$ cat src/qupls4Cfg_cfg.svh
// Configuration macros: datapath width, micro-op field positions and trap vector addresses
`ifndef QUPLS4CFG_CFG_SVH
`define QUPLS4CFG_CFG_SVH

// ========================================
// Datapath
// ========================================

// Width of operands, link data and program counters
`define QW_DATA 64

// ========================================
// Micro-op fields
// ========================================

// Opcode sits in the low seven bits of the micro-op word
`define QW_OPC_LSB 0
`define QW_OPC_MSB 6
// Link register number, bits 7 to 11
`define QW_RD_LSB 7
// Branch condition, bits 12 to 14
`define QW_COND_LSB 12
// Displacement is signed and counted in four-byte units, bits 20 to 31
`define QW_DISP_LSB 20
`define QW_DISP_BITS 12

// Fixed entry points for a break and for a failed bound check
`define QW_BRK_VECTOR 64'hFFFF_FFFF_FFFC_0000
`define QW_CHK_VECTOR 64'hFFFF_FFFF_FFFC_0040

`endif

$ cat src/Qupls4Pkg.sv
// Package: vector typedefs, opcode constants, condition codes, compare widths and fault codes
`include "qupls4Cfg_cfg.svh"

package Qupls4Pkg;

	// ========================================
	// Vector types
	// ========================================

	// One micro-op word as it leaves the rename stage
	typedef logic [31:0] instr_t;
	typedef logic [6:0] opcode_t;
	// Operand and link data
	typedef logic [`QW_DATA-1:0] word_t;
	// Program counters and branch targets
	typedef logic [`QW_DATA-1:0] addr_t;
	typedef logic [4:0] regNum_t;
	typedef logic [2:0] cond_t;
	// Selects the compare width of a conditional branch
	typedef logic [1:0] cmpWidth_t;
	typedef logic [1:0] fault_t;
	// Wrapping event counters
	typedef logic [15:0] count_t;

	// ========================================
	// Opcodes
	// ========================================

	localparam opcode_t OP_BRK = 7'h00;
	localparam opcode_t OP_ADD = 7'h04;
	localparam opcode_t OP_CHK = 7'h1C;
	// Signed conditional branches, one opcode per compare width
	localparam opcode_t OP_BCC8 = 7'h28;
	localparam opcode_t OP_BCC16 = 7'h29;
	localparam opcode_t OP_BCC32 = 7'h2A;
	localparam opcode_t OP_BCC64 = 7'h2B;
	// Unsigned conditional branches
	localparam opcode_t OP_BCCU8 = 7'h2C;
	localparam opcode_t OP_BCCU16 = 7'h2D;
	localparam opcode_t OP_BCCU32 = 7'h2E;
	localparam opcode_t OP_BCCU64 = 7'h2F;
	// Subroutine calls and the jump that keeps no return address
	localparam opcode_t OP_BSR = 7'h30;
	localparam opcode_t OP_JSR = 7'h31;
	localparam opcode_t OP_JSRN = 7'h32;
	localparam opcode_t OP_NOP = 7'h7F;

	// ========================================
	// Branch conditions
	// ========================================

	localparam cond_t COND_EQ = 3'd0;
	localparam cond_t COND_NE = 3'd1;
	localparam cond_t COND_LT = 3'd2;
	localparam cond_t COND_GE = 3'd3;
	localparam cond_t COND_LE = 3'd4;
	localparam cond_t COND_GT = 3'd5;

	// Compare widths of 8, 16, 32 and 64 bits
	localparam cmpWidth_t CMP_W8 = 2'd0;
	localparam cmpWidth_t CMP_W16 = 2'd1;
	localparam cmpWidth_t CMP_W32 = 2'd2;
	localparam cmpWidth_t CMP_W64 = 2'd3;

	// Fault reported with a redirect
	localparam fault_t FAULT_NONE = 2'd0;
	localparam fault_t FAULT_BRK = 2'd1;
	localparam fault_t FAULT_CHK = 2'd2;

endpackage

$ cat src/flowIfc.sv
// Interfaces: decodeExecIfc and execCommitIfc with their stage modports

// Decoded micro-op handed from the decode register to execute
interface decodeExecIfc;

	import Qupls4Pkg::*;

	// Control bits are already qualified by valid
	logic valid;
	logic isFlowCtrl;
	logic isBranch;
	logic isCall;
	logic isBreak;
	logic isCheck;
	logic saveLink;
	// Compare controls for conditional branches
	cond_t cond;
	cmpWidth_t cmpWidth;
	logic isSigned;
	// Operands; srcA carries the pc for a BSR so one adder serves every call
	addr_t pc;
	word_t srcA;
	word_t srcB;
	// Byte displacement, sign-extended and scaled
	word_t disp;
	regNum_t rd;

	modport decode (
		output valid, isFlowCtrl, isBranch, isCall, isBreak, isCheck, saveLink,
		output cond, cmpWidth, isSigned, pc, srcA, srcB, disp, rd
	);

	modport execute (
		input valid, isFlowCtrl, isBranch, isCall, isBreak, isCheck, saveLink,
		input cond, cmpWidth, isSigned, pc, srcA, srcB, disp, rd
	);

endinterface

// Resolved flow-control result handed from execute to commit
interface execCommitIfc;

	import Qupls4Pkg::*;

	logic valid;
	logic isFlowCtrl;
	logic isBranch;
	// High when control leaves the sequential path
	logic taken;
	addr_t target;
	logic linkWe;
	regNum_t linkReg;
	word_t linkData;
	fault_t fault;

	modport execute (
		output valid, isFlowCtrl, isBranch, taken, target, linkWe, linkReg, linkData, fault
	);

	modport commit (
		input valid, isFlowCtrl, isBranch, taken, target, linkWe, linkReg, linkData, fault
	);

endinterface

$ cat src/microOpDecode.sv
// Decode stage: flow-control classification, field extraction and the decode register
`include "qupls4Cfg_cfg.svh"

module microOpDecode
(
	input logic clk,
	input logic arstN,
	input logic inValid,
	input Qupls4Pkg::instr_t instr,
	input Qupls4Pkg::addr_t pc,
	input Qupls4Pkg::word_t srcA,
	input Qupls4Pkg::word_t srcB,
	decodeExecIfc.decode dx
);

	import Qupls4Pkg::*;

	// ========================================
	// Opcode classification
	// ========================================

	// True for every opcode that may move control off the sequential path
	function automatic logic fnIsFlowCtrl(input opcode_t op);
		case (op)
		OP_BRK,
		OP_CHK:
			return 1'b1;
		OP_BCC8, OP_BCC16, OP_BCC32, OP_BCC64,
		OP_BCCU8, OP_BCCU16, OP_BCCU32, OP_BCCU64:
			return 1'b1;
		OP_BSR, OP_JSR, OP_JSRN:
			return 1'b1;
		default:
			return 1'b0;
		endcase
	endfunction

	// Class flags, packed as {branch, call, break, check}
	function automatic logic [3:0] fnClassFlags(input opcode_t op);
		case (op)
		OP_BCC8, OP_BCC16, OP_BCC32, OP_BCC64,
		OP_BCCU8, OP_BCCU16, OP_BCCU32, OP_BCCU64:
			return 4'b1000;
		OP_BSR, OP_JSR, OP_JSRN:
			return 4'b0100;
		OP_BRK:
			return 4'b0010;
		OP_CHK:
			return 4'b0001;
		default:
			return 4'b0000;
		endcase
	endfunction

	// Compare width follows the branch variant; anything else compares full width
	function automatic cmpWidth_t fnCmpWidth(input opcode_t op);
		case (op)
		OP_BCC8, OP_BCCU8:
			return CMP_W8;
		OP_BCC16, OP_BCCU16:
			return CMP_W16;
		OP_BCC32, OP_BCCU32:
			return CMP_W32;
		default:
			return CMP_W64;
		endcase
	endfunction

	opcode_t opc;
	logic fcNext;
	logic [3:0] classNext;
	logic saveLinkNext;
	logic isSignedNext;
	word_t baseNext;
	word_t dispNext;

	assign opc = instr[`QW_OPC_MSB:`QW_OPC_LSB];
	assign fcNext = fnIsFlowCtrl(opc);
	assign classNext = fnClassFlags(opc);
	// Only BSR and JSR keep a return address, JSRN does not
	assign saveLinkNext = (opc == OP_BSR) || (opc == OP_JSR);
	assign isSignedNext = opc inside {OP_BCC8, OP_BCC16, OP_BCC32, OP_BCC64};
	// A BSR is relative to its own pc, so the pc takes the place of srcA
	assign baseNext = (opc == OP_BSR) ? word_t'(pc) : srcA;
	// Sign-extend the displacement and scale it from words to bytes
	assign dispNext = {{(`QW_DATA - `QW_DISP_BITS - 2){instr[`QW_DISP_LSB + `QW_DISP_BITS - 1]}},
		instr[`QW_DISP_LSB +: `QW_DISP_BITS], 2'b00};

	// ========================================
	// Decode register
	// ========================================

	// Control bits carry valid with them so later stages need no extra gating
	always_ff @(posedge clk or negedge arstN)
	begin
		if (!arstN)
		begin
			dx.valid <= 1'b0;
			dx.isFlowCtrl <= 1'b0;
			dx.isBranch <= 1'b0;
			dx.isCall <= 1'b0;
			dx.isBreak <= 1'b0;
			dx.isCheck <= 1'b0;
			dx.saveLink <= 1'b0;
		end
		else
		begin
			dx.valid <= inValid;
			dx.isFlowCtrl <= inValid & fcNext;
			dx.isBranch <= inValid & classNext[3];
			dx.isCall <= inValid & classNext[2];
			dx.isBreak <= inValid & classNext[1];
			dx.isCheck <= inValid & classNext[0];
			dx.saveLink <= inValid & saveLinkNext;
		end
	end

	// Payload fields
	always_ff @(posedge clk)
	begin
		dx.cond <= instr[`QW_COND_LSB +: $bits(cond_t)];
		dx.cmpWidth <= fnCmpWidth(opc);
		dx.isSigned <= isSignedNext;
		dx.pc <= pc;
		dx.srcA <= baseNext;
		dx.srcB <= srcB;
		dx.disp <= dispNext;
		dx.rd <= instr[`QW_RD_LSB +: $bits(regNum_t)];
	end

	// The strobe must be clean for the whole pipeline to count micro-ops
	assert property (@(posedge clk) disable iff (!arstN) !$isunknown(inValid));

endmodule

$ cat src/branchExecute.sv
// Execute stage: branch condition evaluation, bound check, target and link generation
`include "qupls4Cfg_cfg.svh"

module branchExecute
(
	input logic clk,
	input logic arstN,
	decodeExecIfc.execute dx,
	execCommitIfc.execute xc
);

	import Qupls4Pkg::*;

	// ========================================
	// Compare helpers
	// ========================================

	// Truncate to the compare width, then sign- or zero-extend back to full width
	function automatic word_t fnExtend(input word_t v, input cmpWidth_t w, input logic sgn);
		case (w)
		CMP_W8:
			return {{(`QW_DATA - 8){sgn & v[7]}}, v[7:0]};
		CMP_W16:
			return {{(`QW_DATA - 16){sgn & v[15]}}, v[15:0]};
		CMP_W32:
			return {{(`QW_DATA - 32){sgn & v[31]}}, v[31:0]};
		default:
			return v;
		endcase
	endfunction

	// Six conditions built from equal and less-than
	function automatic logic fnCondTrue(input cond_t c, input logic eq, input logic lt);
		case (c)
		COND_EQ:
			return eq;
		COND_NE:
			return !eq;
		COND_LT:
			return lt;
		COND_GE:
			return !lt;
		COND_LE:
			return lt || eq;
		COND_GT:
			return !(lt || eq);
		default:
			return 1'b0;
		endcase
	endfunction

	word_t aExt;
	word_t bExt;
	logic cmpEq;
	logic cmpLt;
	logic condTrue;
	logic chkPass;
	logic takenNext;
	addr_t targetNext;
	fault_t faultNext;

	assign aExt = fnExtend(dx.srcA, dx.cmpWidth, dx.isSigned);
	assign bExt = fnExtend(dx.srcB, dx.cmpWidth, dx.isSigned);
	assign cmpEq = (aExt == bExt);
	// After extension a full-width compare gives the narrow result
	assign cmpLt = dx.isSigned ? ($signed(aExt) < $signed(bExt)) : (aExt < bExt);
	assign condTrue = fnCondTrue(dx.cond, cmpEq, cmpLt);
	// CHK passes when the index lies below the bound, unsigned
	assign chkPass = (dx.srcA < dx.srcB);

	// Class flags are already valid-qualified by decode
	assign takenNext = dx.isBreak | dx.isCall | (dx.isBranch & condTrue)
		| (dx.isCheck & ~chkPass);

	// ========================================
	// Target and fault selection
	// ========================================

	always_comb
	begin
		if (dx.isBreak)
			targetNext = `QW_BRK_VECTOR;
		else if (dx.isCheck)
			targetNext = `QW_CHK_VECTOR;
		// srcA holds the pc for BSR and the register base for JSR and JSRN
		else if (dx.isCall)
			targetNext = addr_t'(dx.srcA) + addr_t'(dx.disp);
		else
			targetNext = dx.pc + addr_t'(dx.disp);
	end

	always_comb
	begin
		faultNext = FAULT_NONE;
		if (dx.isBreak)
			faultNext = FAULT_BRK;
		else if (dx.isCheck && !chkPass)
			faultNext = FAULT_CHK;
	end

	// Execute register, control part
	always_ff @(posedge clk or negedge arstN)
	begin
		if (!arstN)
		begin
			xc.valid <= 1'b0;
			xc.isFlowCtrl <= 1'b0;
			xc.isBranch <= 1'b0;
			xc.taken <= 1'b0;
			xc.linkWe <= 1'b0;
			xc.fault <= FAULT_NONE;
		end
		else
		begin
			xc.valid <= dx.valid;
			xc.isFlowCtrl <= dx.isFlowCtrl;
			xc.isBranch <= dx.isBranch;
			xc.taken <= takenNext;
			xc.linkWe <= dx.saveLink;
			xc.fault <= faultNext;
		end
	end

	// Payload part; the return address is the next sequential micro-op
	always_ff @(posedge clk)
	begin
		xc.target <= targetNext;
		xc.linkReg <= dx.rd;
		xc.linkData <= word_t'(dx.pc) + word_t'(4);
	end

	// A redirect is only ever raised for an opcode that decode marked as flow control
	assert property (@(posedge clk) disable iff (!arstN) xc.taken |-> xc.isFlowCtrl);

endmodule

$ cat src/flowCommit.sv
// Commit stage: output register for the redirect and link ports, branch and taken counters

module flowCommit
(
	input logic clk,
	input logic arstN,
	execCommitIfc.commit xc,
	output logic outValid,
	output logic outFlowCtrl,
	output logic redirect,
	output logic linkWe,
	output Qupls4Pkg::addr_t redirectPc,
	output Qupls4Pkg::regNum_t linkReg,
	output Qupls4Pkg::word_t linkData,
	output Qupls4Pkg::fault_t fault,
	output Qupls4Pkg::count_t branchCount,
	output Qupls4Pkg::count_t takenCount
);

	import Qupls4Pkg::*;

	// A conditional branch reaches commit this cycle
	logic branchHit;
	// Any redirect reaches commit this cycle
	logic takenHit;

	assign branchHit = xc.valid & xc.isBranch;
	assign takenHit = xc.valid & xc.taken;

	// ========================================
	// Port register
	// ========================================

	// The flow-control flag, the redirect and the fault code are qualified by valid once more here
	always_ff @(posedge clk or negedge arstN)
	begin
		if (!arstN)
		begin
			outValid <= 1'b0;
			outFlowCtrl <= 1'b0;
			redirect <= 1'b0;
			linkWe <= 1'b0;
			fault <= FAULT_NONE;
		end
		else
		begin
			outValid <= xc.valid;
			outFlowCtrl <= xc.valid & xc.isFlowCtrl;
			redirect <= takenHit;
			linkWe <= xc.linkWe;
			fault <= xc.valid ? xc.fault : FAULT_NONE;
		end
	end

	// Target and link payload only mean something alongside their strobes
	always_ff @(posedge clk)
	begin
		redirectPc <= xc.target;
		linkReg <= xc.linkReg;
		linkData <= xc.linkData;
	end

	// Event counters wrap at the top of count_t
	always_ff @(posedge clk or negedge arstN)
	begin
		if (!arstN)
		begin
			branchCount <= '0;
			takenCount <= '0;
		end
		else
		begin
			if (branchHit)
				branchCount <= branchCount + count_t'(1);
			if (takenHit)
				takenCount <= takenCount + count_t'(1);
		end
	end

	// A link write never leaves the unit without its result strobe
	assert property (@(posedge clk) disable iff (!arstN) linkWe |-> outValid);

endmodule

$ cat src/flowCtrlUnit.sv
// Top level of the flow-control unit: decode, execute and commit joined by stage interfaces

module flowCtrlUnit
(
	input logic clk,
	input logic arstN,
	// Micro-op from rename, one strobe per micro-op
	input logic inValid,
	input Qupls4Pkg::instr_t instr,
	input Qupls4Pkg::addr_t pc,
	input Qupls4Pkg::word_t srcA,
	input Qupls4Pkg::word_t srcB,
	// Result three cycles later
	output logic outValid,
	output logic outFlowCtrl,
	output logic redirect,
	output logic linkWe,
	output Qupls4Pkg::addr_t redirectPc,
	output Qupls4Pkg::regNum_t linkReg,
	output Qupls4Pkg::word_t linkData,
	output Qupls4Pkg::fault_t fault,
	output Qupls4Pkg::count_t branchCount,
	output Qupls4Pkg::count_t takenCount
);

	// Stage-to-stage buses
	decodeExecIfc dxIfc ();
	execCommitIfc xcIfc ();

	// First stage registers the classified micro-op
	microOpDecode microOpDecode_inst (
		.clk(clk),
		.arstN(arstN),
		.inValid(inValid),
		.instr(instr),
		.pc(pc),
		.srcA(srcA),
		.srcB(srcB),
		.dx(dxIfc.decode)
	);

	// Second stage resolves the branch and forms target, link and fault
	branchExecute branchExecute_inst (
		.clk(clk),
		.arstN(arstN),
		.dx(dxIfc.execute),
		.xc(xcIfc.execute)
	);

	// Third stage drives the ports and counts
	flowCommit flowCommit_inst (
		.clk(clk),
		.arstN(arstN),
		.xc(xcIfc.commit),
		.outValid(outValid),
		.outFlowCtrl(outFlowCtrl),
		.redirect(redirect),
		.linkWe(linkWe),
		.redirectPc(redirectPc),
		.linkReg(linkReg),
		.linkData(linkData),
		.fault(fault),
		.branchCount(branchCount),
		.takenCount(takenCount)
	);

endmodule

$ cat config.mk
export PLATFORM = sky130hd
export DESIGN_NAME = flowCtrlUnit
export DESIGN_NICKNAME = d
export VERILOG_FILES = /design/src/Qupls4Pkg.sv /design/src/flowIfc.sv /design/src/microOpDecode.sv /design/src/branchExecute.sv /design/src/flowCommit.sv /design/src/flowCtrlUnit.sv
export VERILOG_INCLUDE_DIRS = /design/src
export SDC_FILE = /design/constraint.sdc
export NUM_CORES = 1
export LEC_CHECK = 0
export BUFFER_PORTS_ARGS = -buffer_cell sky130_fd_sc_hd__buf_2
export CAP_MARGIN = 20
export CORE_ASPECT_RATIO = 0.6
export CORE_MARGIN = 10
export CORE_UTILIZATION = 55
export CTS_CLUSTER_SIZE = 14
export DETAILED_ROUTE_END_ITERATION = 8
export GPL_TIMING_DRIVEN = 0
export PLACE_DENSITY = 0.81
export SETUP_SLACK_MARGIN = 0.02
export SYNTH_ARGS = -nofsm -noshare
export SYNTH_HDL_FRONTEND = slang
export SYNTH_SLANG_ARGS = --single-unit
$ cat constraint.sdc
create_clock -name clk -period 10.6 [get_ports clk]
set_input_delay 0.53 -clock clk [delete_from_list [all_inputs] [get_ports clk]]
set_output_delay 0.53 -clock clk [all_outputs]
set_load 0.1 [all_outputs]
==> results.cfg <==
[clock_tree]
h-tree-depth = 2
cts_buffers = 47
clockRootBuffer = clkbuf_16
clkTransAtPathRegs_ps = 70
cts_tree = done
clk_latency_ps = 570
clock_sinks = 533
cts_buffer_depth = 3

[yosys]
yosys-top-cells-count = dfxtp_1, ha_1, nand2_1
yosysWarnings = 0
syn_nets = 2515
yosysSeqAreaShare_pct = 50.1
ys_ff_latch = 533
synth_enable_flop_cells = 0
netlist_area_sq_mm = 0.0218
synth.largest_area_cell = dfxtp_1
synth_area_per_cell_sq_um = 10.4
synth_cells = 2103
synth_top_area_share_pct = 44.2
post-synth-top-count-cell = dfxtp_1
async_flop_share_pct = 9.76
ys.flop_type = dfxtp_1
synth.area.top_cells = dfxtp_1, ha_1, mux2_2
synth_cell_types = 68

[critical_path]
worst-path-buf-inv = 3
critPathRequiredTime_ps = 11040
crit_fanout = 10
cp_top_family = compound AO/OA/AOI/OAI gates
cp.arrival_ps = 6770
crit_start = microOpDecode_inst.dx.isCall
reg2reg_slack_ps = 4270
crit_path_cell_trace = clkbuf_1, clkbuf_1, clkbuf_1, nand2_1, o21ai_0, ha_1, a21oi_1, nand4b_1, a211oi_1, o2111ai_1, nand3_1, a21oi_1, o21ai_0, nor4b_1, a21oi_1, xor2_1, nand2_1
reg2reg_depth = 17
path_depth = 17
slowest_delay_ps = 890
regToRegStartpoint = microOpDecode_inst.dx.isCall
critPathCaptureType = register
rr_endpoint = branchExecute_inst.xc.target[61]
crit_end = branchExecute_inst.xc.target[61]
worstSetupStartpointType = register
worstSetupPathType = reg -> reg
crit_slowest_cell = nor4b_1

[routing]
wire_per_inst_um = 21.1
num_vias = 17300
ant_nets = 0
via_per_inst = 5.59
drc = 0
wirelength_um = 65200
dr.pass1.iters = 5
drt-initial-drc-count = 1338

[power]
powerDensity_mw_per_mm2 = 199
leakage_nw = 12.3
peakVddDrop_mv = 0.131

[layout]
nets = 2961
syn_to_final_growth_pct = 18.9
drive_gt1_share_pct = 23.1
design_area_sq_mm = 0.0259
fillCellCount = 3051

[run_status]
status = complete, no violations

[place]
place.gp.congestion = 0.948
post_dp_cell_area_sq_mm = 0.0244
hpwlAfterDp_um = 52000
numPortBuffers = 391

[timing]
rsz0062_at_grt = no
drv_slew = 0
finalSetupViolCount = 0
tightestPinTransition_ps = 1020
finalCritPeriodShare_pct = 59.7
max_freq_ghz = 0.158
relSlewSlack_pct = 31.2
hold_viol = 0
skew_ps = 18.2
period_minus_slack_ps = 6330
tns_ps = 0

[flow_run]
cap_violations = 0

[global_routing]
use_met1_pct = 35.6
grt_pass1_wl_um = 99700
grt_pass1_vias = 17600
track_usage_pct = 26.0
grt_max_degree = 53
busiest_layer = met2
grt.overflow.total = 0
antenna_found_initial = 0
use_met3_pct = 6.66
use_met2_pct = 39.6

[floorplan]
row_count = 56
die_height_um = 174
die_x_um = 277
pin_count = 398
start_util_pct = 55.7
die_area_sq_mm = 0.0483
core_sq_mm = 0.0391

[hold_path]
hold_class = in -> reg
holdPathStages = 1
==> power breakdown <==
| group | switching [mW] | leakage (nW) | internal, mW |
|---|---|---|---|
| sequential | 0.0954 | 4.77 | 2.20 |
| clock | 0.733 | 0.690 | 0.904 |
| combinational | 0.920 | 6.89 | 0.299 |
==> through the flow <==
step / cells / total power [mW] / util [%] / hold slack, ps / setup slack [ps]
floorplan: 2103 / 3.25 / - / 234 / 6560
global placement: 3016 / 3.52 / 62.4 / 310 / 4400
detailed placement: 3019 / 3.55 / 62.5 / 312 / 4540
CTS: 3092 / 5.17 / 66.2 / 33.9 / 4480
global route: 3095 / 5.34 / 66.3 / 35.5 / 3870
finish: 3096 / 5.15 / 66.3 / 58.0 / 4270
==> routing by layer <==
metal	wire length, um	share of wire (%)	vias up
li1	-	-	8232
met2	28000	43	700
met5	0	0	-
met3	5410	8.3	129
met1	29800	46	8237
met4	2000	3.1	0
==> sequential cells by signal, indices dropped and copies added (netlist names), 2 cells and up <==
register / cells
branchExecute_inst.xc.fault: 2
branchExecute_inst.xc.linkData: 64
branchExecute_inst.xc.linkReg: 5
branchExecute_inst.xc.target: 64
flowCommit_inst.branchCount: 16
flowCommit_inst.fault: 2
flowCommit_inst.linkData: 64
flowCommit_inst.linkReg: 5
flowCommit_inst.redirectPc: 64
flowCommit_inst.takenCount: 16
microOpDecode_inst.dx.cmpWidth: 2
microOpDecode_inst.dx.cond: 3
microOpDecode_inst.dx.disp: 12
microOpDecode_inst.dx.pc: 64
microOpDecode_inst.dx.rd: 5
microOpDecode_inst.dx.srcA: 64
microOpDecode_inst.dx.srcB: 64
==> cell type report <==
class	instances	area, sq um	area share (%)
antenna	1	2.50	0.00966
clock buffer	63	1300	5.01
timing repair buffer	397	2030	7.85
tap	522	653	2.52
inverter	97	364	1.41
sequential	533	10900	42.2
multi-input combinational	1406	10200	39.6
clock inverter	10	128	0.493
buffer	67	253	0.975
==> worst min-delay path by stage <==
stage	start	end	slack [ps]
2_1_floorplan	arstN	branchExecute_inst.xc.fault[0]	230
3_3_place_gp	branchExecute_inst.xc.linkReg[3]	flowCommit_inst.linkReg[3]	310
3_5_place_dp	branchExecute_inst.xc.linkData[23]	flowCommit_inst.linkData[23]	310
4_1_cts	srcB[4]	microOpDecode_inst.dx.srcB[4]	30
5_1_grt	srcB[4]	microOpDecode_inst.dx.srcB[4]	40
6_report	srcB[21]	microOpDecode_inst.dx.srcB[21]	60
==> cells in the final DEF, fill, tap and decap left out, types with 3 or more instances in the layout <==
master     netlist  layout
a211oi_1        11      11
a21o_1          90      90
a21oi_1        138     138
a31oi_1          3       3
and2_1          14      14
and3_1          19      19
and4_1           8       8
buf_2            1     392
clkbuf_1        65      76
clkbuf_16        0      48
clkbuf_8         0       4
dfrtp_1         52      52
dfxtp_1        481     480
ha_1           184     184
inv_1           97      97
mux2_2         121     121
mux2i_1          8       8
nand2_1        155     155
nand2b_1        17      17
nand3_1         50      50
nand4_1         59      59
nor2_1         110     110
nor2b_1         21      21
nor3_1          29      29
nor4_1           7       7
o211ai_1         6       6
o21a_1          47      47
o21ai_0         96      96
o21bai_1        11      11
or2_2            6       6
or3_1            5       5
xnor2_1         97      97
xor2_1          49      49
==> cell families (layout without fill, tap and decap cells) <==
family / after synthesis / after routing / share of synthesized area, %
compound gates: 440 / 440 / 12.7
mux: 129 / 129 / 6.62
buf+inv: 164 / 634 / 2.83
simple gates: 506 / 506 / 11.2
fa+ha+maj: 185 / 185 / 10.7
xor+xnor: 146 / 146 / 5.87
other cells: 0 / 1 / 0
flops: 533 / 533 / 50.1
==> timing repair <==
action | in CTS | in global routing
endpoints found under the hold margin | 0 | 14
endpoints found under the setup margin | 0 | 0
gates resized for setup | 0 | 0
buffers inserted | 0 | 0
hold buffers | 0 | 1
No activity file was read; power rests on OpenSTA's default activity.
